### config.mk
export PLATFORM = sky130hd
export DESIGN_NAME = axi_width_upsizer
export DESIGN_NICKNAME = d
export VERILOG_FILES = /design/src/ddr_test_pkg.sv /design/src/axi_width_upsizer.sv
export SDC_FILE = /design/constraint.sdc
export NUM_CORES = 1
export LEC_CHECK = 0
export ABC_AREA = 1
export BUFFER_PORTS_ARGS = -buffer_cell sky130_fd_sc_hd__buf_2
export CORE_AREA = 2 2 176 178
export DETAILED_ROUTE_END_ITERATION = 16
export DIE_AREA = 0 0 178 180
export PLACE_DENSITY = 0.3
export SYNTH_ARGS = -nofsm -noshare
export SYNTH_HDL_FRONTEND = slang
export SYNTH_SLANG_ARGS = --single-unit
### constraint.sdc
create_clock -name init_calib_complete -period 1.7 [get_ports init_calib_complete]
set_input_delay 0.34 -clock init_calib_complete [delete_from_list [all_inputs] [get_ports init_calib_complete]]
set_output_delay 0.34 -clock init_calib_complete [all_outputs]
set_load 0.005 [all_outputs]
### src/ddr_test_pkg.sv
package ddr_test_pkg;

	// bus widths
	localparam int ADDR_WIDTH        = 32;
	localparam int NARROW_DATA_WIDTH = 32;
	localparam int WIDE_DATA_WIDTH   = 128;
	// beats per generator burst
	localparam int BURST_LEN         = 8;

	// control port byte offsets
	localparam logic [ADDR_WIDTH-1:0] REG_CTRL       = 32'h00;
	localparam logic [ADDR_WIDTH-1:0] REG_BASE       = 32'h04;
	localparam logic [ADDR_WIDTH-1:0] REG_COUNT      = 32'h08;
	localparam logic [ADDR_WIDTH-1:0] REG_SEED       = 32'h0C;
	localparam logic [ADDR_WIDTH-1:0] REG_STATUS     = 32'h10;
	localparam logic [ADDR_WIDTH-1:0] REG_ERRORS     = 32'h14;
	localparam logic [ADDR_WIDTH-1:0] REG_FIRST_FAIL = 32'h18;

	localparam logic [1:0] RESP_OKAY   = 2'b00;
	localparam logic [1:0] RESP_SLVERR = 2'b10;

	// registers to generator
	typedef struct packed {
		logic                  start;
		logic                  do_write;
		logic                  do_verify;
		logic [ADDR_WIDTH-1:0] base;
		logic [31:0]           count;
		logic [31:0]           seed;
	} test_cfg_t;

	// generator to registers
	typedef struct packed {
		logic                  busy;
		logic                  done;
		logic [31:0]           errors;
		logic [ADDR_WIDTH-1:0] first_fail;
	} test_status_t;

	typedef struct packed {
		logic [ADDR_WIDTH-1:0] addr;
		logic [7:0]            len;
		logic [2:0]            size;
	} aw_narrow_t;

	// same layout on the read address channel
	typedef aw_narrow_t ar_narrow_t;

	typedef struct packed {
		logic [NARROW_DATA_WIDTH-1:0]   data;
		logic [NARROW_DATA_WIDTH/8-1:0] strb;
		logic                           last;
	} w_narrow_t;

	typedef struct packed {
		logic [NARROW_DATA_WIDTH-1:0] data;
		logic [1:0]                   resp;
		logic                         last;
	} r_narrow_t;

	typedef struct packed {
		logic [WIDE_DATA_WIDTH-1:0]   data;
		logic [WIDE_DATA_WIDTH/8-1:0] strb;
		logic                         last;
	} w_wide_t;

	typedef struct packed {
		logic [WIDE_DATA_WIDTH-1:0] data;
		logic [1:0]                 resp;
		logic                       last;
	} r_wide_t;

endpackage

### src/axi_width_upsizer.sv
`timescale 1ns/1ns

module axi_width_upsizer (
	input  logic                     init_calib_complete,
	input  logic                     sys_resetn,
	input  ddr_test_pkg::aw_narrow_t aw,
	input  logic                     aw_valid,
	input  logic                     aw_ready,
	input  ddr_test_pkg::ar_narrow_t ar,
	input  logic                     ar_valid,
	input  logic                     ar_ready,
	input  ddr_test_pkg::w_narrow_t  w,
	input  logic                     w_valid,
	output logic                     w_ready,
	output ddr_test_pkg::w_wide_t    w_wide,
	output logic                     w_wide_valid,
	input  logic                     w_wide_ready,
	input  ddr_test_pkg::r_wide_t    r_wide,
	input  logic                     r_wide_valid,
	output logic                     r_wide_ready,
	output ddr_test_pkg::r_narrow_t  r,
	output logic                     r_valid,
	input  logic                     r_ready
);
	localparam int NARROW     = ddr_test_pkg::NARROW_DATA_WIDTH;
	localparam int WIDE       = ddr_test_pkg::WIDE_DATA_WIDTH;
	localparam int LANE_W     = $clog2(WIDE / NARROW);
	localparam int BYTE_OFS   = $clog2(NARROW / 8);
	localparam int BEAT_BYTES = NARROW / 8;

	logic [ddr_test_pkg::ADDR_WIDTH-1:0] w_addr;
	logic [ddr_test_pkg::ADDR_WIDTH-1:0] r_addr;
	logic [LANE_W-1:0]                   w_lane;
	logic [LANE_W-1:0]                   r_lane;

	// lane is addr[3:2] for 32 on 128
	assign w_lane = w_addr[BYTE_OFS +: LANE_W];
	assign r_lane = r_addr[BYTE_OFS +: LANE_W];

	// handshakes untouched
	assign w_wide_valid = w_valid;
	assign w_ready      = w_wide_ready;
	assign r_valid      = r_wide_valid;
	assign r_wide_ready = r_ready;

	// data and strobe shifted to the lane, unused strobes stay zero
	assign w_wide = '{data: WIDE'(w.data) << (NARROW * w_lane),
			strb: (WIDE / 8)'(w.strb) << (BEAT_BYTES * w_lane), last: w.last};
	assign r = '{data: r_wide.data[NARROW * r_lane +: NARROW], resp: r_wide.resp,
			last: r_wide.last};

	// beat address per direction, reloaded by each accepted burst
	always_ff @(posedge init_calib_complete or negedge sys_resetn) begin
		if (!sys_resetn) begin
			w_addr <= '0;
			r_addr <= '0;
		end else begin
			if (aw_valid && aw_ready)
				w_addr <= aw.addr;
			else if (w_valid && w_ready)
				w_addr <= w_addr + BEAT_BYTES;
			if (ar_valid && ar_ready)
				r_addr <= ar.addr;
			else if (r_valid && r_ready)
				r_addr <= r_addr + BEAT_BYTES;
		end
	end

endmodule

== Word level (Yosys, flattened, before mapping) ==
Index checks and enable logic that the tools add are counted.

* Word-level logic and storage cells: 17
* Register bits after elaboration: 64
* Output and inout port bits: 184

* Add/subtract/negate cells: 2
* Shifts and indexed selects: 3
* Reductions and logical operators: 6
* Multiplexer cells: 4

{| class="wikitable"
|+ Operator list
! cell !! number
|-
| two-way mux 32 bit || 4
|-
| indexed part select 128 x 8 -> 32 bit || 1
|-
| left shift 32 x 7 -> 128 bit || 1
|-
| adder 32 x 3 -> 32 bit, second input constant || 2
|-
| left shift 4 x 4 -> 16 bit || 1
|-
| logical AND 1 bit || 4
|-
| nonzero test 2 bit || 2
|}

== Depth between registers and ports, before layout ==
Gate-level depths: netlist of run 1.

* Depth in word-level cells: 3
* Depth in mapped cells: 7
* Gate-level depth less buffers: 5

== Worst setup path after synthesis of run 1 ==
OpenSTA, ideal clock, no wires.

* Path type: reg-to-output
* Start point: reg r_addr[2] (netlist bit)
* End point: out r[10] (netlist bit)
* Data required time: 1.360 ns
* Arrival: 0.998 ns
* Cell stages (with the launch flop): 8
* Slack: 0.362 ns
* Cell sequence: dfrtp_1 -> buf_6 -> inv_4 -> buf_6 -> buf_6 -> nand2_2 -> o211ai_2 -> nand2_1

{| class="wikitable"
|+ RTL lines
! element !! line !! RTL
|-
| start: declaration || axi_width_upsizer.sv:32 || <nowiki>logic [ddr_test_pkg::ADDR_WIDTH-1:0] r_addr;</nowiki>
|-
| start signal: assignment || axi_width_upsizer.sv:63 || <nowiki>r_addr <= ar.addr;</nowiki>
|-
| start signal: assignment || axi_width_upsizer.sv:65 || <nowiki>r_addr <= r_addr + BEAT_BYTES;</nowiki>
|-
| end: declaration || axi_width_upsizer.sv:21 || <nowiki>output ddr_test_pkg::r_narrow_t r,</nowiki>
|}

==> impl_metrics.env, run 1 <==
export IMPL_period_minus_slack_ns=1.76
export IMPL_clock_latency_ns=0.22
export IMPL_portBuffers=357
export IMPL_drt_pass1_iterations=4
export IMPL_hold_viol_final=0
export IMPL_required_ns=1.36
export IMPL_clkPwrFrac_pct=10.6
export IMPL_max_freq_ghz=0.567
export IMPL_syn_area_per_cell_um2=5.17
export IMPL_p_int_mw=1.79
export IMPL_grt_usage_pct=8.77
export IMPL_critPathMaxFanout=12
export IMPL_synth_seq_cells=4
export IMPL_fin_cells=1241
export IMPL_cp_start_kind="flop"
export IMPL_cts_root_buffer="clkbuf_16"
export IMPL_cp_arrival_ns=1.42
export IMPL_yosysWarnings=0
export IMPL_post_route_util_pct=17.6
export IMPL_grt_setup_unrepaired="yes"
export IMPL_hold_slack_ns=0.396
export IMPL_num_vias=4387
export IMPL_die_w_um=178
export IMPL_worstMarginPinSlew_ns=0.304
export IMPL_tns_ns=-0.689
export IMPL_fillers=3545
export IMPL_combPwrFrac_pct=84.2
export IMPL_skew_ns=0.0000383
export IMPL_p_sw_mw=1.62
export IMPL_cts_clk_slew_worst_paths_ns=0.03
export IMPL_final_seq_area_um2=105
export IMPL_grt_start_max_net_pins=38
export IMPL_drive_gt1_share_pct=56.1
export IMPL_hp_start="aw[13]"
export IMPL_antenna_found_initial=2
export IMPL_relSlewSlack_pct=79.7
export IMPL_num_nets_final=1109
export IMPL_final_common_cell="buf_2"
export IMPL_power_leakage_nw=3.15
export IMPL_antenna_left=0
export IMPL_cp_end_kind="primary output"
export IMPL_synth_area_um2=2550
export IMPL_hold_path_depth=3
export IMPL_grt_pass1_vias=4012
export IMPL_r2r_setup_slack_ns=0.53
export IMPL_seq_power_share_pct=5.2
export IMPL_powerDensity_nw_per_um2=644
export IMPL_placed_area_um2=4730
export IMPL_area_delta_synth_final_pct=108
export IMPL_vdd_ir_drop_max_mv=0.221
export IMPL_r2r_start="w_addr[2]$_DFFE_PN0P_"
export IMPL_status="finished with violations"
export IMPL_fin_crit_sh_pct=104
export IMPL_rows=64
export IMPL_maxCapViolCount=0
export IMPL_routed_wirelength_mm=15.6
export IMPL_drt_iter0_drc=83
export IMPL_design_area_um2=5300
export IMPL_ff2ff_path_depth=6
export IMPL_violations="setup timing"
export IMPL_dp_hpwl_mm=12.5
export IMPL_io_pins=448
export IMPL_cts_tree="done"
export IMPL_htree_levels=1
export IMPL_dp_cells=1217
export IMPL_coreArea_um2=30200
export IMPL_critPathKind="reg2out"
export IMPL_ys_top_cells_by_area="nor2_1 (21%), o211ai_2 (15%), nor3_1 (14%), inv_1 (10%), nand2_1 (9.7%)"
export IMPL_yosys_area_top_type_share_pct=20.6
export IMPL_multiInputGateArea_um2=1940
export IMPL_hold_path_class="in2reg"
export IMPL_hold_end="w_addr[2]$_DFFE_PN0P_"
export IMPL_numCtsBuffers=3
export IMPL_r2r_end="w_addr[3]$_DFFE_PN0P_"
export IMPL_clock_sinks=4
export IMPL_postLayoutSetupSlackWorst_ns=-0.0635
export IMPL_final_cell_mix="buf_2 (357), nor2_1 (128), inv_1 (70)"
export IMPL_ys_seq_area_share_pct=3.93
export IMPL_yosysUniqueCellTypes=21
export IMPL_clk_path_buf_depth=2
export IMPL_synth_fp_nets=757
export IMPL_grt_pass1_wl_mm=22.2
export IMPL_viasPerCell=3.54
export IMPL_start_util_pct=8.45
export IMPL_maxSlewViolCount=0
export IMPL_drcViolationCount=0
export IMPL_grt_overflow_total=0
export IMPL_yosys_area_top_type="nor2_1"
export IMPL_gp_congestion=0.718
export IMPL_synthCells=493
export IMPL_die_area_um2=32000
export IMPL_switching_share_pct=47.5
export IMPL_finalSetupViolCount=27
export IMPL_die_y_um=180
export IMPL_post_drt_wl_per_cell_um=12.6
[final cells by class]
cell class	count	share of cell area [%]
Antenna cell	2	0.0944
Timing Repair Buffer	398	45.2
Multi-Input combinational cell	366	36.6
Sequential cell	4	1.98
Clock buffer	3	1.42
Inverter	72	5.38
Tap cell	396	9.35
[registers in the layout, summed over array words and instances (netlist names)]
signal,flops
r_addr,2
w_addr,2
[logic make-up after synthesis]
family / after synthesis / synth area share (%)
and+or+nand+nor: 301 / 49.8
AOI/OAI and AO/OA: 65 / 21.8
DFF: 4 / 3.93
buffers and inverters: 123 / 24.5
[synthesized netlist by cell type, drive strengths merged]
cell	n
a21oi	1
buf	48
clkbuf	3
dfrtp	4
inv	72
nand2	78
nand3	8
nand3b	1
nand4	1
nor2	140
nor3	72
o211ai	32
o21ai	32
or2	1
[critical path: stages, from the launching register on]
cell and delay, ns:
dfrtp_2 0.42, clkinv_8 0.12, buf_12 0.17, o211ai_1 0.28, nand2_1 0.08, buf_2 0.13
[stage by stage]
| step | total power, mW | setup WS [ns] |
|---|---|---|
| after floorplan | 1.56 | 0.362 |
| after global placement | 2.73 | 0.149 |
| after detailed placement | 2.67 | 0.129 |
| after CTS | 3.29 | -0.0623 |
| after global routing | 3.75 | -0.117 |
| final | 3.42 | -0.0635 |
[worst max path at each step]
stage	start	to	depth (start not counted)
2_1_floorplan	r_addr[2]$_DFFE_PN0P_	r[10]	7
3_3_place_gp	w_addr[2]$_DFFE_PN0P_	w_wide[125]	4
3_5_place_dp	w_addr[3]$_DFFE_PN0P_	w_wide[99]	5
4_1_cts	w_addr[2]$_DFFE_PN0P_	w_wide[96]	3
5_1_grt	r_addr[2]$_DFFE_PN0P_	r[18]	5
6_report	r_addr[2]$_DFFE_PN0P_	r[18]	5
[per-layer routing]
layer  GRT usage [%]  wire, um  part of all wire (%)
met5               0         0                     0
met4           0.426        24                  0.15
met3            2.64      1770                    11
met2            17.8      8090                    52
met1            9.04      5730                    37
[repair_timing]
action	4_1_cts	5_1_grt
cloned	5	3
resized for setup	23	53
pin swaps	2	15
endpoints found under the setup margin	75	160
hold buffers	1	0
endpoints found under the hold margin	4	0
setup buffers	4	7
[power groups by stage]
stage / logic (mW) / registers, mW / clock network, mW
CTS: 2.75 / 0.171 / 0.372
detailed placement: 2.50 / 0.171 / 0
global placement: 2.56 / 0.170 / 0
floorplan: 1.43 / 0.124 / 0
finish: 2.88 / 0.176 / 0.364
global route: 3.18 / 0.181 / 0.385
No activity file was read; power rests on OpenSTA's default activity.
==> inputs of run 2 (changes only) <==
CORE_AREA = 2 2 175 177   (was 2 2 176 178)
DIE_AREA = 0 0 177 179   (was 0 0 178 180)
PLACE_DENSITY = 0.31   (was 0.3)
==> run 2 against run 1 <==
- the run still ends with setup timing left
- sequential power shrank 11%
- maximum frequency up 1.3%
- total power up 2.5%
- sequential cell count is the same
- combinational power grew 3%
- worst setup slack gained 0.023 ns
- via count rose by 0.64%
- cell count hardly changed
- wire length shrank 0.93%
- final area is 0.68% higher
- first-iteration DRC count up 31%
- utilization is 0.21 points higher
- critical endpoint is now r[22]
==> impl_metrics.env, run 2 (synthesis results as in run 1) <==
export IMPL_io_pins=448
export IMPL_postLayoutSetupSlackWorst_ns=-0.0407
export IMPL_drcViolationCount=0
export IMPL_finalSetupViolCount=29
export IMPL_top_regs="r_addr x2, w_addr x2"
export IMPL_dp_hpwl_mm=11.7
export IMPL_relSlewSlack_pct=79.9
export IMPL_num_nets_final=1111
export IMPL_final_common_cell="buf_2"
export IMPL_cp_end_kind="primary output"
export IMPL_path_cells="inv_8 -> buf_4 -> buf_16 -> o211ai_1 -> nand2_1 -> buf_2"
export IMPL_cp_arrival_ns=1.40
export IMPL_cts_clk_slew_worst_paths_ns=0.03
export IMPL_power_mw=3.50
export IMPL_cp_start_kind="flop"
export IMPL_clock_latency_ns=0.22
export IMPL_required_ns=1.36
export IMPL_post_drt_wl_per_cell_um=12.5
export IMPL_antenna_found_initial=0
export IMPL_routed_wirelength_mm=15.5
export IMPL_max_freq_ghz=0.574
export IMPL_fin_cells=1242
export IMPL_power_leakage_nw=3.20
export IMPL_grt_setup_unrepaired="yes"
export IMPL_viasPerCell=3.55
export IMPL_worstMarginPinSlew_ns=0.302
export IMPL_cpPeakStageDelay_ns=0.46
export IMPL_dr_wl_met3_mm=1.56
export IMPL_numCtsBuffers=3
export IMPL_hold_viol_final=0
export IMPL_powerDensity_nw_per_um2=656
export IMPL_num_vias=4415
export IMPL_wl_met2_mm=8.28
export IMPL_status="finished with violations"
export IMPL_maxUsedRoutingLayer="met4"
export IMPL_period_minus_slack_ns=1.74
export IMPL_antenna_left=0
export IMPL_design_area_um2=5340
export IMPL_critical_path_top_delay_family="buffers and inverters"
export IMPL_grt_usage_pct=8.27
export IMPL_htree_levels=1
export IMPL_skew_ns=0.0000365
export IMPL_die_y_um=179
export IMPL_coreArea_um2=30000
export IMPL_dp_cells=1213
export IMPL_drt_pass1_iterations=4
export IMPL_hold_slack_ns=0.388
export IMPL_rows=64
export IMPL_portBuffers=357
export IMPL_die_area_um2=31700
export IMPL_critPathSlowestCell="dfrtp_2"
export IMPL_maxSlewViolCount=0
export IMPL_fin_crit_sh_pct=102
export IMPL_critPathKind="reg2out"
export IMPL_cts_tree="done"
export IMPL_clock_sinks=4
export IMPL_maxCapViolCount=0
export IMPL_die_w_um=177
export IMPL_placed_area_um2=4730
export IMPL_grt_overflow_total=0
export IMPL_gp_congestion=0.696
export IMPL_clk_path_buf_depth=2
export IMPL_cp_num_buf_inv=4
export IMPL_grt_start_max_net_pins=38
export IMPL_start_util_pct=8.49
export IMPL_drt_iter0_drc=109
export IMPL_grt_pass1_vias=3860
export IMPL_hold_path_class="in2reg"
export IMPL_wl_met1_mm=5.60
export IMPL_cts_root_buffer="clkbuf_16"
export IMPL_area_delta_synth_final_pct=109
export IMPL_critPathMaxFanout=10
export IMPL_final_cell_mix="buf_2 (357), nor2_1 (136), inv_1 (70)"
export IMPL_drive_gt1_share_pct=55.3
export IMPL_vdd_ir_drop_max_mv=0.260
export IMPL_grt_pass1_wl_mm=20.7
export IMPL_violations="setup timing"
## run 2: what timing repair did
action / 4_1_cts / 5_1_grt
hold buffers: 1 / 0
setup buffers: 7 / 6
resized for setup: 18 / 22
pin swaps: 0 / 2
gates cloned: 7 / 4
hold endpoints to repair: 4 / 0
endpoints found under the setup margin: 72 / 76
## run 2: worst paths after layout
check                                            from                    end  slack (ns)  depth (start not counted)
worst max register to register  w_addr[2]$_DFFE_PN0P_  w_addr[3]$_DFFE_PN0P_        0.49                          6
worst min-delay path                           aw[13]  w_addr[2]$_DFFE_PN0P_        0.39                          3
worst min register to register  r_addr[3]$_DFFE_PN0P_  r_addr[3]$_DFFE_PN0P_        0.74                          4
max in group asynchronous                  sys_resetn  w_addr[2]$_DFFE_PN0P_        0.96                          2
min in group asynchronous                  sys_resetn  r_addr[2]$_DFFE_PN0P_        0.59                          2
worst max-delay path            r_addr[2]$_DFFE_PN0P_                  r[22]       -0.04                          6
## run 2: power breakdown
part	switching, mW	leakage, nW	total, mW	internal (mW)
clock network	0.0616	0.0370	0.362	0.300
logic	1.52	3.12	2.98	1.46
registers	0.0400	0.0421	0.157	0.117
total	1.62	3.20	3.50	1.88
## run 2: layout make-up
type	count	area, um2
multi-input cells	366	1880
flip-flops and latches	4	105
fillers	3527	24700
well taps	396	495
inverters	72	278
clock buffers	3	75.1
repair buffers	399	2490
diodes	1	2.50
repair inverters	1	6.26
## run 2: per-layer routing
layer  global-route usage (%)  vias up
met2                     17.3      239
met4                    0.413        0
li1                         -     2255
met5                        0        -
met3                     2.84        4
met1                     8.02     1917
## run 2: stage by stage
step                      util [%]  worst slack [ns]  setup TNS [ns]
after floorplan                  -             0.362               0
after global placement        15.8            0.0662               0
after detailed placement      15.8            0.0912               0
after CTS                     17.1           -0.0679           -1.41
after global routing          17.8            -0.113           -2.86
final                         17.8           -0.0407          -0.560
## run 2: worst min-delay path: stages
cell and delay (ns):
buf_2 0.08, nand3_1 0.07, nand3_1 0.08
==> inputs of run 3 (changes only) <==
CORE_AREA = 3 3 171 173   (was 2 2 175 177)
DIE_AREA = 0 0 174 176   (was 0 0 177 179)
PLACE_DENSITY = 0.33   (was 0.31)
clock period = 1.5 ns   (was 1.7 ns; I/O delays follow)
==> run 3 against run 2 <==
- the run still ends with setup timing left
- worst setup slack lost 0.22 ns
- cell count grew 3.6%
- sequential cell count is the same
- clock skew is essentially flat
- clock power grew 17%
- clock-buffer cell count is the same
- critical endpoint is now w_wide[27]
- die area shrank 3.3%
- total power grew 70%
- sequential power grew 22%
- combinational power grew 80%
- utilization grew 9.1 points
==> impl_metrics.env, run 3 (synthesis results as in run 1) <==
export IMPL_status="finished with violations"
export IMPL_violations="setup timing"
export IMPL_r2r_end="w_addr[3]$_DFFE_PN0P_"
export IMPL_final_cell_mix="buf_2 (348), inv_1 (70), nand2_1 (61)"
export IMPL_num_nets_final=1174
export IMPL_final_common_cell="buf_2"
export IMPL_seq_power_share_pct=3.2
export IMPL_grt_pass1_vias=4799
export IMPL_ff2ff_path_depth=8
export IMPL_gp_congestion=0.801
export IMPL_cp_arrival_ns=1.46
export IMPL_power_leakage_nw=3.90
export IMPL_routed_wirelength_mm=21.0
export IMPL_fin_crit_sh_pct=117
export IMPL_powerDensity_nw_per_um2=798
export IMPL_fin_cells=1287
export IMPL_dp_hpwl_mm=13.8
export IMPL_switching_share_pct=45.8
export IMPL_num_vias=4941
export IMPL_antenna_found_initial=3
export IMPL_hold_path_class="in2reg"
export IMPL_hp_start="ar[13]"
export IMPL_cp_end_kind="primary output"
export IMPL_htree_levels=1
export IMPL_max_freq_ghz=0.569
export IMPL_drive_gt1_share_pct=75.1
export IMPL_p_int_mw=3.23
export IMPL_maxCapViolCount=0
export IMPL_drcViolationCount=0
export IMPL_coreArea_um2=27800
export IMPL_dp_cells=1215
export IMPL_drt_iter0_drc=107
export IMPL_relSlewSlack_pct=70.6
export IMPL_r2r_start="w_addr[2]$_DFFE_PN0P_"
export IMPL_period_minus_slack_ns=1.76
export IMPL_dp_slack_ns=-0.0600
export IMPL_hold_path_depth=3
export IMPL_drt_pass1_iterations=5
export IMPL_clk_path_buf_depth=2
export IMPL_io_pins=448
export IMPL_numCtsBuffers=3
export IMPL_r2r_setup_slack_ns=-0.02
export IMPL_clock_sinks=4
export IMPL_post_drt_wl_per_cell_um=16.3
export IMPL_die_y_um=176
export IMPL_critPathMaxFanout=6
export IMPL_clock_latency_ns=0.22
export IMPL_maxSlewViolCount=0
export IMPL_grt_pass1_wl_mm=29.0
export IMPL_vdd_ir_drop_max_mv=0.289
export IMPL_top_regs="r_addr x2, w_addr x2"
export IMPL_cts_tree="done"
export IMPL_hold_end="r_addr[2]$_DFFE_PN0P_"
export IMPL_grt_usage_pct=12.2
export IMPL_die_w_um=174
export IMPL_postLayoutSetupSlackWorst_ns=-0.257
export IMPL_cts_clk_slew_worst_paths_ns=0.03
export IMPL_cp_start_kind="flop"
export IMPL_hold_viol_final=0
export IMPL_required_ns=1.20
export IMPL_finalSetupViolCount=177
export IMPL_p_sw_mw=2.73
export IMPL_cts_root_buffer="clkbuf_16"
export IMPL_area_delta_synth_final_pct=193
export IMPL_worstMarginPinSlew_ns=0.440
export IMPL_antenna_left=0
export IMPL_viasPerCell=3.84
export IMPL_combPwrFrac_pct=89.7
export IMPL_grt_overflow_total=0
export IMPL_critPathKind="reg2out"
export IMPL_start_util_pct=9.18
export IMPL_rows=61
export IMPL_clkPwrFrac_pct=7.1
export IMPL_die_area_um2=30600
export IMPL_grt_start_max_net_pins=27
export IMPL_portBuffers=357
export IMPL_skew_ns=0.0000151
export IMPL_grt_setup_unrepaired="yes"
## run 3: metrics by stage
step           utilization (%)  hold slack (ns)  setup TNS (ns)  area (um2)  power (mW)
3_5_place_dp              17.6            0.147          -0.666        4880        3.24
2_1_floorplan                -          0.00441               0        2550        1.77
6_report                  26.9            0.357          -27.77        7470        5.97
5_1_grt                   26.9            0.386          -38.13        7470        6.40
4_1_cts                   23.9            0.354          -29.30        6650        5.39
3_3_place_gp              17.6            0.149          -0.489        4880        3.28
## run 3: how the worst max path moves through the flow
stage	from	endpoint	slack, ns	cells after the start
floorplan	r_addr[2]$_DFFE_PN0P_	r[10]	0.20	7
global placement	r_addr[2]$_DFFE_PN0P_	r[21]	-0.04	7
detailed placement	r_addr[2]$_DFFE_PN0P_	r[19]	-0.06	7
CTS	r_addr[2]$_DFFE_PN0P_	r[25]	-0.25	5
global route	r_addr[2]$_DFFE_PN0P_	r[13]	-0.32	8
finish	w_addr[3]$_DFFE_PN0P_	w_wide[27]	-0.26	6
## run 3: timing repair
action,in CTS,in global routing
setup endpoints to repair,161,177
pin swaps,28,51
hold endpoints to repair,4,0
hold buffers,1,0
cloned,24,7
resized for setup,189,199
setup buffers,34,15
## run 3: cell type report
type | instances | area [um2]
Fill cell | 3056 | 20300
Timing Repair Buffer | 461 | 3620
Multi-Input combinational cell | 367 | 2900
Tap cell | 378 | 473
Inverter | 72 | 278
Sequential cell | 4 | 104
Clock buffer | 3 | 75.1
Timing Repair inverter | 1 | 16.3
Antenna cell | 1 | 2.50
## run 3: power groups by stage
stage | Clock, mW | Combinational, mW | Sequential, mW
after floorplan | 0 | 1.63 | 0.140
after global placement | 0 | 3.09 | 0.183
after detailed placement | 0 | 3.06 | 0.180
after CTS | 0.444 | 4.75 | 0.189
after global routing | 0.455 | 5.74 | 0.197
final | 0.425 | 5.35 | 0.191
## run 3: critical path, cell delays in order (launching register included)
cell,delay [ns]
dfrtp_1,0.38
buf_6,0.12
buf_12,0.14
buf_12,0.13
buf_16,0.14
nor3_2,0.16
buf_2,0.15
## run 3: per-layer routing
metal	part of all wire, %	global-route usage, %
met3	8.4	3.10
met5	0	0
met1	36	13.1
met4	4.3	4.56
met2	52	23.1
